[config.mk]
export PLATFORM = sky130hd
export DESIGN_NAME = cl_ocl_top
export DESIGN_NICKNAME = d
export VERILOG_FILES = /design/src/source/cl_ocl_pkg.sv /design/src/source/cl_ocl_slv.sv /design/src/source/tst_cfg_block.sv /design/src/source/cfg_rsp_collect.sv /design/src/source/cl_ocl_top.sv
export SDC_FILE = /design/constraint.sdc
export NUM_CORES = 1
export LEC_CHECK = 0
export ABC_AREA = 1
export BUFFER_PORTS_ARGS = -buffer_cell sky130_fd_sc_hd__buf_2
export CAP_MARGIN = 20
export CORE_MARGIN = 2
export CORE_UTILIZATION = 55
export CTS_BUF_LIST = sky130_fd_sc_hd__clkbuf_2
export DETAILED_ROUTE_END_ITERATION = 10
export PLACE_DENSITY = 0.87
export SYNTH_ARGS = -nofsm -noshare
export SYNTH_HDL_FRONTEND = slang
export SYNTH_HIERARCHICAL = 1
export SYNTH_SLANG_ARGS = --single-unit
export TNS_END_PERCENT = 20
[constraint.sdc]
create_clock -name clk -period 1.35 [get_ports clk]
set_input_delay 0.0675 -clock clk [delete_from_list [all_inputs] [get_ports clk]]
set_output_delay 0.0675 -clock clk [all_outputs]
set_load 0.01 [all_outputs]
[src/source/cl_ocl_pkg.sv]
`default_nettype none

package cl_ocl_pkg;

   // ------------------------------
   // Configuration bus
   // ------------------------------

   // Request from the slave to one test block
   typedef struct packed {
      logic [31:0] addr;
      logic [31:0] wdata;
      logic [3:0]  wstrb;
      logic        wr;       // One clock pulse
      logic        rd;       // One clock pulse
   } cfg_req_t;

   // Answer from a block, also used for the merged completion
   typedef struct packed {
      logic        ack;
      logic [31:0] rdata;
   } cfg_rsp_t;

   // ------------------------------
   // AXI-Lite response codes
   // ------------------------------

   typedef enum logic [1:0] {
      RESP_OKAY   = 2'b00,
      RESP_DECERR = 2'b11
   } axi_resp_t;

   // Block select field, 256B per block
   localparam int SEL_LSB   = 8;
   localparam int SEL_WIDTH = 8;

   // Register word index on addr[3:2]
   localparam logic [1:0] REG_SCRATCH = 2'd0;
   localparam logic [1:0] REG_ID      = 2'd1;
   localparam logic [1:0] REG_WR_CNT  = 2'd2;
   // Index 3 reads zero

endpackage

`default_nettype wire

[src/source/cl_ocl_slv.sv]
`timescale 1ns/1ps
`default_nettype none

module cl_ocl_slv #(
   parameter int NUM_TST = 4
) (
   input  logic                 clk,
   input  logic                 sync_rst_n,

   input  logic [31:0]          sh_ocl_awaddr,
   input  logic                 sh_ocl_awvalid,
   output logic                 ocl_sh_awready,

   input  logic [31:0]          sh_ocl_wdata,
   input  logic [3:0]           sh_ocl_wstrb,
   input  logic                 sh_ocl_wvalid,
   output logic                 ocl_sh_wready,

   output logic [1:0]           ocl_sh_bresp,
   output logic                 ocl_sh_bvalid,
   input  logic                 sh_ocl_bready,

   input  logic [31:0]          sh_ocl_araddr,
   input  logic                 sh_ocl_arvalid,
   output logic                 ocl_sh_arready,

   output logic [31:0]          ocl_sh_rdata,
   output logic [1:0]           ocl_sh_rresp,
   output logic                 ocl_sh_rvalid,
   input  logic                 sh_ocl_rready,

   output cl_ocl_pkg::cfg_req_t tst_req [NUM_TST],
   input  cl_ocl_pkg::cfg_rsp_t tst_done
);

   import cl_ocl_pkg::*;

   typedef enum logic [1:0] {
      SLV_IDLE    = 2'd0,
      SLV_WR_ADDR = 2'd1,
      SLV_CYC     = 2'd2,
      SLV_RESP    = 2'd3
   } slv_state_t;

   slv_state_t slv_state, slv_state_nxt;

   logic                 slv_cyc_wr;     // Winner of arbitration is a write
   logic [31:0]          slv_addr;
   logic [SEL_WIDTH-1:0] slv_sel;
   logic                 slv_sel_hit;    // Select maps to a block
   logic                 slv_req_valid;
   logic                 slv_rsp_ready;
   logic                 slv_did_req;
   logic                 slv_issue;
   logic                 slv_cyc_done;
   logic [31:0]          slv_rdata;
   axi_resp_t            slv_resp;

   assign slv_sel       = slv_addr[SEL_LSB +: SEL_WIDTH];
   assign slv_sel_hit   = (32'(slv_sel) < NUM_TST);
   assign slv_req_valid = slv_cyc_wr ? sh_ocl_wvalid : 1'b1;
   assign slv_rsp_ready = slv_cyc_wr ? sh_ocl_bready : sh_ocl_rready;

   // One pulse per transaction
   assign slv_issue = (slv_state == SLV_CYC) && slv_req_valid && !slv_did_req && slv_sel_hit;

   // Unmapped select completes internally
   assign slv_cyc_done = (slv_state == SLV_CYC) &&
                         (slv_sel_hit ? tst_done.ack : slv_req_valid);

   // ------------------------------
   // State machine
   // ------------------------------

   always_comb
   begin
      slv_state_nxt = slv_state;
      case (slv_state)
         SLV_IDLE:
         begin
            if (sh_ocl_awvalid)              // Writes first
               slv_state_nxt = SLV_WR_ADDR;
            else if (sh_ocl_arvalid)
               slv_state_nxt = SLV_CYC;
         end
         SLV_WR_ADDR:
            slv_state_nxt = SLV_CYC;
         SLV_CYC:
         begin
            if (slv_cyc_done)
               slv_state_nxt = SLV_RESP;
         end
         SLV_RESP:
         begin
            if (slv_rsp_ready)
               slv_state_nxt = SLV_IDLE;
         end
         default:
            slv_state_nxt = SLV_IDLE;
      endcase
   end

   always_ff @(posedge clk)
      if (!sync_rst_n)
         slv_state <= SLV_IDLE;
      else
         slv_state <= slv_state_nxt;

   // Address and direction captured at start of transaction
   always_ff @(posedge clk)
      if (!sync_rst_n)
      begin
         slv_addr   <= '0;
         slv_cyc_wr <= 1'b0;
      end
      else if ((slv_state == SLV_IDLE) && (sh_ocl_awvalid || sh_ocl_arvalid))
      begin
         slv_addr   <= sh_ocl_awvalid ? sh_ocl_awaddr : sh_ocl_araddr;
         slv_cyc_wr <= sh_ocl_awvalid;
      end

   always_ff @(posedge clk)
      if (!sync_rst_n)
         slv_did_req <= 1'b0;
      else if (slv_state == SLV_IDLE)
         slv_did_req <= 1'b0;
      else if (slv_issue)
         slv_did_req <= 1'b1;

   // ------------------------------
   // Request fan-out
   // ------------------------------

   // Replicated copy per block for timing
   always_ff @(posedge clk)
      if (!sync_rst_n)
      begin
         for (int i = 0; i < NUM_TST; i++)
            tst_req[i] <= '0;
      end
      else
      begin
         for (int i = 0; i < NUM_TST; i++)
         begin
            tst_req[i].addr  <= slv_addr;
            tst_req[i].wdata <= sh_ocl_wdata;
            tst_req[i].wstrb <= sh_ocl_wstrb;
            tst_req[i].wr    <= slv_issue &&  slv_cyc_wr && (slv_sel == SEL_WIDTH'(i));
            tst_req[i].rd    <= slv_issue && !slv_cyc_wr && (slv_sel == SEL_WIDTH'(i));
         end
      end

   // Completion data and response code
   always_ff @(posedge clk)
      if (!sync_rst_n)
      begin
         slv_rdata <= '0;
         slv_resp  <= RESP_OKAY;
      end
      else if (slv_cyc_done)
      begin
         slv_rdata <= slv_sel_hit ? tst_done.rdata : '0;
         slv_resp  <= slv_sel_hit ? RESP_OKAY : RESP_DECERR;
      end

   // ------------------------------
   // AXI-Lite handshakes
   // ------------------------------

   always_ff @(posedge clk)
      if (!sync_rst_n)
      begin
         ocl_sh_awready <= 1'b0;
         ocl_sh_wready  <= 1'b0;
         ocl_sh_arready <= 1'b0;
      end
      else
      begin
         ocl_sh_awready <= (slv_state_nxt == SLV_WR_ADDR);
         ocl_sh_wready  <= slv_cyc_done &&  slv_cyc_wr;
         ocl_sh_arready <= slv_cyc_done && !slv_cyc_wr;
      end

   assign ocl_sh_bvalid = (slv_state == SLV_RESP) &&  slv_cyc_wr;
   assign ocl_sh_bresp  = slv_resp;
   assign ocl_sh_rvalid = (slv_state == SLV_RESP) && !slv_cyc_wr;
   assign ocl_sh_rresp  = slv_resp;
   assign ocl_sh_rdata  = slv_rdata;

   a_b_stable: assert property (@(posedge clk) disable iff (!sync_rst_n)
      ocl_sh_bvalid && !sh_ocl_bready |=> ocl_sh_bvalid && $stable(ocl_sh_bresp));

   a_r_stable: assert property (@(posedge clk) disable iff (!sync_rst_n)
      ocl_sh_rvalid && !sh_ocl_rready |=>
         ocl_sh_rvalid && $stable(ocl_sh_rdata) && $stable(ocl_sh_rresp));

endmodule

`default_nettype wire

[src/source/tst_cfg_block.sv]
`timescale 1ns/1ps
`default_nettype none

module tst_cfg_block #(
   parameter int BLOCK_ID = 0
) (
   input  logic                 clk,
   input  logic                 sync_rst_n,
   input  cl_ocl_pkg::cfg_req_t req,
   output cl_ocl_pkg::cfg_rsp_t rsp
);

   import cl_ocl_pkg::*;

   logic [31:0] scratch;
   logic [31:0] wr_cnt;      // Accepted writes
   logic [1:0]  reg_idx;
   logic [31:0] rd_mux;

   assign reg_idx = req.addr[3:2];

   // ------------------------------
   // Register writes
   // ------------------------------

   always_ff @(posedge clk)
      if (!sync_rst_n)
      begin
         scratch <= '0;
         wr_cnt  <= '0;
      end
      else if (req.wr)
      begin
         wr_cnt <= wr_cnt + 32'd1;    // Any offset counts
         if (reg_idx == REG_SCRATCH)
         begin
            for (int b = 0; b < 4; b++)
               if (req.wstrb[b])
                  scratch[8*b +: 8] <= req.wdata[8*b +: 8];
         end
      end

   // ------------------------------
   // Read mux and response
   // ------------------------------

   always_comb
   begin
      case (reg_idx)
         REG_SCRATCH: rd_mux = scratch;
         REG_ID:      rd_mux = 32'(BLOCK_ID);
         REG_WR_CNT:  rd_mux = wr_cnt;
         default:     rd_mux = '0;
      endcase
   end

   // Answer one clock after the pulse
   always_ff @(posedge clk)
      if (!sync_rst_n)
         rsp <= '0;
      else
      begin
         rsp.ack   <= req.wr || req.rd;
         rsp.rdata <= req.rd ? rd_mux : '0;
      end

   a_wr_rd_excl: assert property (@(posedge clk) disable iff (!sync_rst_n)
      !(req.wr && req.rd));

endmodule

`default_nettype wire

[src/source/cfg_rsp_collect.sv]
`timescale 1ns/1ps
`default_nettype none

module cfg_rsp_collect #(
   parameter int NUM_TST = 4
) (
   input  logic                 clk,
   input  logic                 sync_rst_n,
   input  cl_ocl_pkg::cfg_rsp_t tst_rsp [NUM_TST],
   output cl_ocl_pkg::cfg_rsp_t done_rsp
);

   logic [NUM_TST-1:0] ack_vec;
   logic [31:0]        rdata_or;

   // Only an acking block contributes data
   always_comb
   begin
      rdata_or = '0;
      for (int i = 0; i < NUM_TST; i++)
      begin
         ack_vec[i] = tst_rsp[i].ack;
         rdata_or   = rdata_or | ({32{tst_rsp[i].ack}} & tst_rsp[i].rdata);
      end
   end

   always_ff @(posedge clk)
      if (!sync_rst_n)
         done_rsp <= '0;
      else
      begin
         done_rsp.ack   <= |ack_vec;
         done_rsp.rdata <= rdata_or;
      end

   // Slave sends one pulse to one block at a time
   a_one_ack: assert property (@(posedge clk) disable iff (!sync_rst_n)
      $onehot0(ack_vec));

endmodule

`default_nettype wire

[src/source/cl_ocl_top.sv]
`timescale 1ns/1ps
`default_nettype none

module cl_ocl_top #(
   parameter int NUM_TST = 4
) (
   input  logic        clk,
   input  logic        sync_rst_n,

   input  logic [31:0] sh_ocl_awaddr,
   input  logic        sh_ocl_awvalid,
   output logic        ocl_sh_awready,

   input  logic [31:0] sh_ocl_wdata,
   input  logic [3:0]  sh_ocl_wstrb,
   input  logic        sh_ocl_wvalid,
   output logic        ocl_sh_wready,

   output logic [1:0]  ocl_sh_bresp,
   output logic        ocl_sh_bvalid,
   input  logic        sh_ocl_bready,

   input  logic [31:0] sh_ocl_araddr,
   input  logic        sh_ocl_arvalid,
   output logic        ocl_sh_arready,

   output logic [31:0] ocl_sh_rdata,
   output logic [1:0]  ocl_sh_rresp,
   output logic        ocl_sh_rvalid,
   input  logic        sh_ocl_rready
);

   import cl_ocl_pkg::*;

   cfg_req_t tst_req [NUM_TST];
   cfg_rsp_t tst_rsp [NUM_TST];
   cfg_rsp_t tst_done;            // Merged completion

   cl_ocl_slv #(
      .NUM_TST (NUM_TST)
   ) i_cl_ocl_slv (
      .clk            (clk),
      .sync_rst_n     (sync_rst_n),
      .sh_ocl_awaddr  (sh_ocl_awaddr),
      .sh_ocl_awvalid (sh_ocl_awvalid),
      .ocl_sh_awready (ocl_sh_awready),
      .sh_ocl_wdata   (sh_ocl_wdata),
      .sh_ocl_wstrb   (sh_ocl_wstrb),
      .sh_ocl_wvalid  (sh_ocl_wvalid),
      .ocl_sh_wready  (ocl_sh_wready),
      .ocl_sh_bresp   (ocl_sh_bresp),
      .ocl_sh_bvalid  (ocl_sh_bvalid),
      .sh_ocl_bready  (sh_ocl_bready),
      .sh_ocl_araddr  (sh_ocl_araddr),
      .sh_ocl_arvalid (sh_ocl_arvalid),
      .ocl_sh_arready (ocl_sh_arready),
      .ocl_sh_rdata   (ocl_sh_rdata),
      .ocl_sh_rresp   (ocl_sh_rresp),
      .ocl_sh_rvalid  (ocl_sh_rvalid),
      .sh_ocl_rready  (sh_ocl_rready),
      .tst_req        (tst_req),
      .tst_done       (tst_done)
   );

   // ------------------------------
   // Test blocks
   // ------------------------------

   for (genvar i = 0; i < NUM_TST; i++)
   begin : g_tst
      tst_cfg_block #(
         .BLOCK_ID (i)
      ) i_tst_cfg_block (
         .clk        (clk),
         .sync_rst_n (sync_rst_n),
         .req        (tst_req[i]),
         .rsp        (tst_rsp[i])
      );
   end

   cfg_rsp_collect #(
      .NUM_TST (NUM_TST)
   ) i_cfg_rsp_collect (
      .clk        (clk),
      .sync_rst_n (sync_rst_n),
      .tst_rsp    (tst_rsp),
      .done_rsp   (tst_done)
   );

endmodule

`default_nettype wire

### After elaboration in Yosys (flattened, before gate mapping)

Cells that the tools add are included.

| cells by class | value |
|---|---|
| equal/unequal tests | 9 |
| $lt $le $gt $ge | 1 |
| bitwise operators | 8 |
| muxes and demuxes | 15 |
| reductions and logical operators | 51 |
| add/sub/neg operators | 4 |

Operator list:

| kind | number |
|---|---|
| case mux 32 bit (3 select lines) | 3 |
| adder 32 x 1 -> 32 bit (second input constant) | 4 |
| AND 32 bit | 4 |
| bitwise OR 32 bit | 3 |
| case mux 32 bit (2 select lines) | 1 |
| AND reduction 3 bit | 16 |
| 2-to-1 mux 32 bit | 1 |
| logical AND 1 bit | 19 |
| equality test 8 x 2 -> 1 bit (second input constant) | 2 |
| 2-to-1 mux 16 bit | 1 |
| 2-to-1 mux 2 bit | 5 |
| equality test 8 x 1 -> 1 bit (second input constant) | 1 |
| zero test 8 bit | 1 |
| < comparator 8 x 3 -> 1 bit (second input constant) | 1 |
| case mux 2 bit (4 select lines) | 1 |
| AND reduction 2 bit | 4 |
| equality test 2 x 1 -> 1 bit (second input constant) | 3 |
| equality test 2 bit (second input constant) | 3 |
| logical OR 1 bit | 5 |
| zero test 2 bit | 2 |
| OR reduction 4 bit | 1 |
| 2-to-1 mux 1 bit | 3 |
| zero test 1 bit | 2 |
| OR reduction 2 bit | 1 |
| NOT 1 bit | 1 |

| word-level totals | value |
|---|---|
| bits of input ports | 107 |
| output and inout port bits | 41 |
| register bits after elaboration | 526 |

### Logic depth before layout (Yosys ltp)

| depth | value |
|---|---|
| depth in word-level cells | 6 |
| depth in mapped cells | 9 |
| mapped depth without buffers | 9 |

### Modules after synthesis

The synthesis kept the hierarchy.

Modules (own cells, without submodules):

| module | times used | area an instance (um^2) | sequential area each (um^2) | cells an instance |
|---|---|---|---|---|
| tst_cfg_block at g_tst[1].i_tst_cfg_block ... | 2 | 4147.7 | 1941.9 | 572 |
| cl_ocl_slv | 1 | 7015.5 | 2962.8 | 913 |
| tst_cfg_block at g_tst[3].i_tst_cfg_block | 1 | 4132.7 | 1941.9 | 579 |
| tst_cfg_block at g_tst[0].i_tst_cfg_block | 1 | 4075.2 | 1941.9 | 557 |
| cfg_rsp_collect | 1 | 1865.5 | 660.6 | 312 |

### Worst setup path before layout

No wires, ideal clock.

| timing | value |
|---|---|
| path type | register to register |
| start point | register, netlist name i_cl_ocl_slv/tst_req[41] |
| end point | register g_tst[0].i_tst_cfg_block.scratch[29] |
| arrival time | 1245 ps |
| path buffers | 3 |
| cell stages (with the launch flop) | 8 |
| data required time | 1231 ps |
| period minus slack after synthesis | 1364 ps |
| setup slack | -14 ps |
| cells stage by stage | dfxtp_1 -> buf_4 -> buf_2 -> nor2_4 -> nand3_1 -> buf_2 -> o21ai_0 -> a21oi_1 |

RTL lines:

| element | RTL line | text |
|---|---|---|
| end signal, assigned by index | tst_cfg_block.sv:39 | `scratch[8*b +: 8] <= req.wdata[8*b +: 8];` |
| end, declared | tst_cfg_block.sv:15 | `logic [31:0] scratch;` |

### Worst setup path in the final report

| timing | value |
|---|---|
| start point | register i_cl_ocl_slv.slv_cyc_wr |
| end point | output ocl_sh_rvalid |

| between the ends | value |
|---|---|
| longest elaborated chain between the ends | 2 |

RTL lines:

| element | RTL line | text |
|---|---|---|
| start, declared | cl_ocl_slv.sv:47 | `logic slv_cyc_wr;` |
| start signal, assigned | cl_ocl_slv.sv:119 | `slv_cyc_wr <= sh_ocl_awvalid;` |
| zero test 1 bit | cl_ocl_slv.sv:186 | `assign ocl_sh_rvalid = (slv_state == SLV_RESP) && !slv_cyc_wr;` |
| logical AND 1 bit | cl_ocl_slv.sv:186 |  |
| end, declared | cl_ocl_top.sv:29 | `output logic ocl_sh_rvalid,` |

Every way passes these cells.

==> flow_summary.toml <==
[place]
io_buffers = 103
globalplace.congestion = 0.956
post-place-ws_ps = -140
placed_cells = 3833
hpwl_microns = 44900

[routing]
final_antenna_net_count = 0
drc = 0
dr_total_vias = 24000
finalWirelength_microns = 80400
routedWlPerCell_microns = 18.8
initialDrtViolationCount = 3229
dr.pass1.iters = 7
viasPerCell = 5.63

[finish]
seq_area_sq_mm = 0.0105
area_delta_synth_final_pct = 26.7
drive_gt1_share_pct = 26.5
instances_no_fill = 4266
nNetsFinal = 3743
fillerInstances = 2778
multi_input_area_sq_mm = 0.0109

[die]
die_width_microns = 209
start_util_pct = 56.1
die_area_sq_mm = 0.0435
fp.dieH_microns = 209
coreArea_sq_mm = 0.0410
rows = 74
io_pins = 148

[clock_network]
cts_sinks = 517
cts_tree = "built"
cts_max_path_buffers = 3
clkTransAtPathRegs_ps = 130
cts.htree.levels = 4
cts_buffers = 130
cts_root_buf = "clkbuf_2"
insertion_delay_ps = 1170

[setup_path]
regToRegSetupSlack_ps = -300
critPathMaxStageDelay_ps = 360
critical_path_class = "register to output port"
r2r_end = "i_cl_ocl_slv/ocl_sh_rdata[19]$_SDFFE_PN0P_"
cp-start-kind = "register"
worstPathRequired_ps = 1280
crit_buf_inv = 2
cp_top_family = "flip-flops"
critPathSlowestCell = "dfxtp_2"
worstRegToRegCells = 7
end_kind = "output port"
r2r_start = "i_cfg_rsp_collect/done_rsp[32]$_SDFF_PN0_"
cp_max_fo = 2
crit_chain = "buf_6 -> nor2_2 -> buf_2"
critPathArrivalTime_ps = 1850

[global_route]
gr-total-overflow = 0
antenna_found_initial = 11
grt_pass1_vias = 22000
grt_use_total_pct = 33.3
grt_pass1_wl_microns = 114000
grt_max_degree = 67

[hold_path]
min_to = "g_tst[0].i_tst_cfg_block/scratch[5]$_SDFFE_PN0P_"
hold_path.class = "input port to register"
hold_path_depth = 5
min_from = "sync_rst_n"

[timing]
finalMaxSlewViolations = 0
hold_viol_final = 0
fin_crit_sh_pct = 142
setup_viol = 168
fin_crit_ps = 1920
max_freq_mhz = 522
slew_headroom_pct = 58.8
tightest_slew_ps = 617
skew_ps = 132
setup_slack_ps = -567
rsz0062_at_grt = "true"

[pwr]
p_int_mw = 22.0
pwr_density_cell_mw_per_mm2 = 1070
ir_drop_v = 0.000744
p_sw_mw = 9.21
pwr-share-clk_pct = 37.1
sw_frac_of_total_pct = 29.5
combinationalPowerShare_pct = 11.9
leakagePower_nw = 11.9
pwr-share-seq_pct = 51.0

[yosys]
syn_area_per_cell_sq_um = 7.11
netlist_instances = 3237
syn_nets = 3348
syn_area_sq_mm = 0.0230
yosys_warnings = 6

[job]
drv_cap = 0

[outcome]
status = "finished with violations"
violations = "setup timing"
## what timing repair did
action / 4_1_cts / 5_1_grt
gates resized for setup: 143 / 270
hold endpoints to repair: 509 / 1
setup endpoints to repair: 211 / 327
gates cloned: 0 / 6
hold buffers: 163 / 1
buffers inserted: 6 / 24
pin swaps: 13 / 50
## final cells by class
type                    count  area share, %
flip-flops and latches    517           36.1
multi-input cells        2171           37.3
clock inverters            38           1.12
diodes                     12          0.103
inverters                 295           3.84
repair inverters            1         0.0258
repair buffers            516           16.1
clock buffers             184           3.16
well taps                 532           2.28
## flip-flops by register name, summed over array words and instances, names as in the netlist
register / count
g_tst.i_tst_cfg_block/rsp: 132
g_tst.i_tst_cfg_block/scratch: 128
g_tst.i_tst_cfg_block/wr_cnt: 128
i_cfg_rsp_collect/done_rsp: 33
i_cl_ocl_slv/ocl_sh_arready: 1
i_cl_ocl_slv/ocl_sh_awready: 1
i_cl_ocl_slv/ocl_sh_bresp: 1
i_cl_ocl_slv/ocl_sh_rdata: 32
i_cl_ocl_slv/ocl_sh_wready: 1
i_cl_ocl_slv/slv_addr: 10
i_cl_ocl_slv/slv_cyc_wr: 1
i_cl_ocl_slv/slv_did_req: 1
i_cl_ocl_slv/slv_state: 2
i_cl_ocl_slv/tst_req: 46
## worst min-delay path: cells and delay by family
kind | cells | cell delay (ps)
buffers and inverters | 3 | 1000
AO/OA/AOI/OAI | 1 | 70
AND/OR/NAND/NOR | 1 | 40
## metal layers
layer | vias up | part of all wire [%] | global-route usage [%]
met1 | 10900 | 35 | 39.9
met4 | 2 | 7.4 | 20.8
met5 | - | 0.014 | 0
met3 | 465 | 11 | 7.92
li1 | 11000 | - | -
met2 | 1673 | 46 | 54.2
## worst max path at each step
stage	start	endpoint	slack (ps)	cells past startpoint
5_1_grt	i_cl_ocl_slv/slv_cyc_wr$_SDFFE_PN0P_	ocl_sh_bvalid	-660	4
4_1_cts	i_cl_ocl_slv/slv_cyc_wr$_SDFFE_PN0P_	ocl_sh_bvalid	-530	4
2_1_floorplan	i_cl_ocl_slv/tst_req[41]$_SDFF_PN0_	g_tst[1].i_tst_cfg_block/scratch[29]$_SDFFE_PN0P_	-4	7
3_5_place_dp	i_cl_ocl_slv/slv_state[1]$_SDFF_PN0_	i_cl_ocl_slv/tst_req[71]$_SDFF_PN0_	-140	5
3_3_place_gp	i_cl_ocl_slv/slv_state[1]$_SDFF_PN0_	i_cl_ocl_slv/tst_req[71]$_SDFF_PN0_	-90	5
6_report	i_cl_ocl_slv/slv_cyc_wr$_SDFFE_PN0P_	ocl_sh_rvalid	-570	3
## power by group through the flow
stage                     Combinational (mW)  Clock (mW)  Sequential [mW]
after floorplan                         1.67           0             16.1
after global placement                  2.28           0             16.1
after detailed placement                2.32           0             16.1
after CTS                               2.93        11.3             15.9
after global routing                    3.94        12.4             15.9
final                                   3.72        11.6             15.9
## cells in the final DEF, fill, tap and decap left out, types with 6 or more instances in the layout
cell type	n
nand3_2	31
inv_1	267
mux2i_1	8
dfxtp_1	415
nand3_4	16
nor3_2	10
bufinv_16	6
nor2_2	65
nor3b_2	8
clkbuf_2	184
buf_2	65
dfxtp_4	13
dlygate4sd3_1	164
nand2_2	71
clkinv_1	22
nand4_1	25
dfxtp_2	89
nor3_1	27
inv_2	24
diode_2	12
nand3_1	200
nor2_1	535
o21ai_0	145
nand2_4	15
buf_4	208
nor2_4	68
a21oi_1	225
o21ai_1	21
buf_6	48
xor2_1	7
nor3b_1	10
nand2_1	656
buf_12	26
## stage by stage
stage                     total power, mW  cell area (sq um)  util, %  setup TNS, ps  hold WS (ps)
after floorplan                      17.8              23000        -          -16.8           165
after detailed placement             18.5              24600     59.9          -7070           252
after global placement               18.4              24600     59.9          -2660           250
final                                31.2              29100     71.0         -26600           107
after global routing                 32.3              29100     71.0         -39320          33.5
after CTS                            30.1              28000     68.2         -14600         0.929
Power figures use the tool's default switching activity.
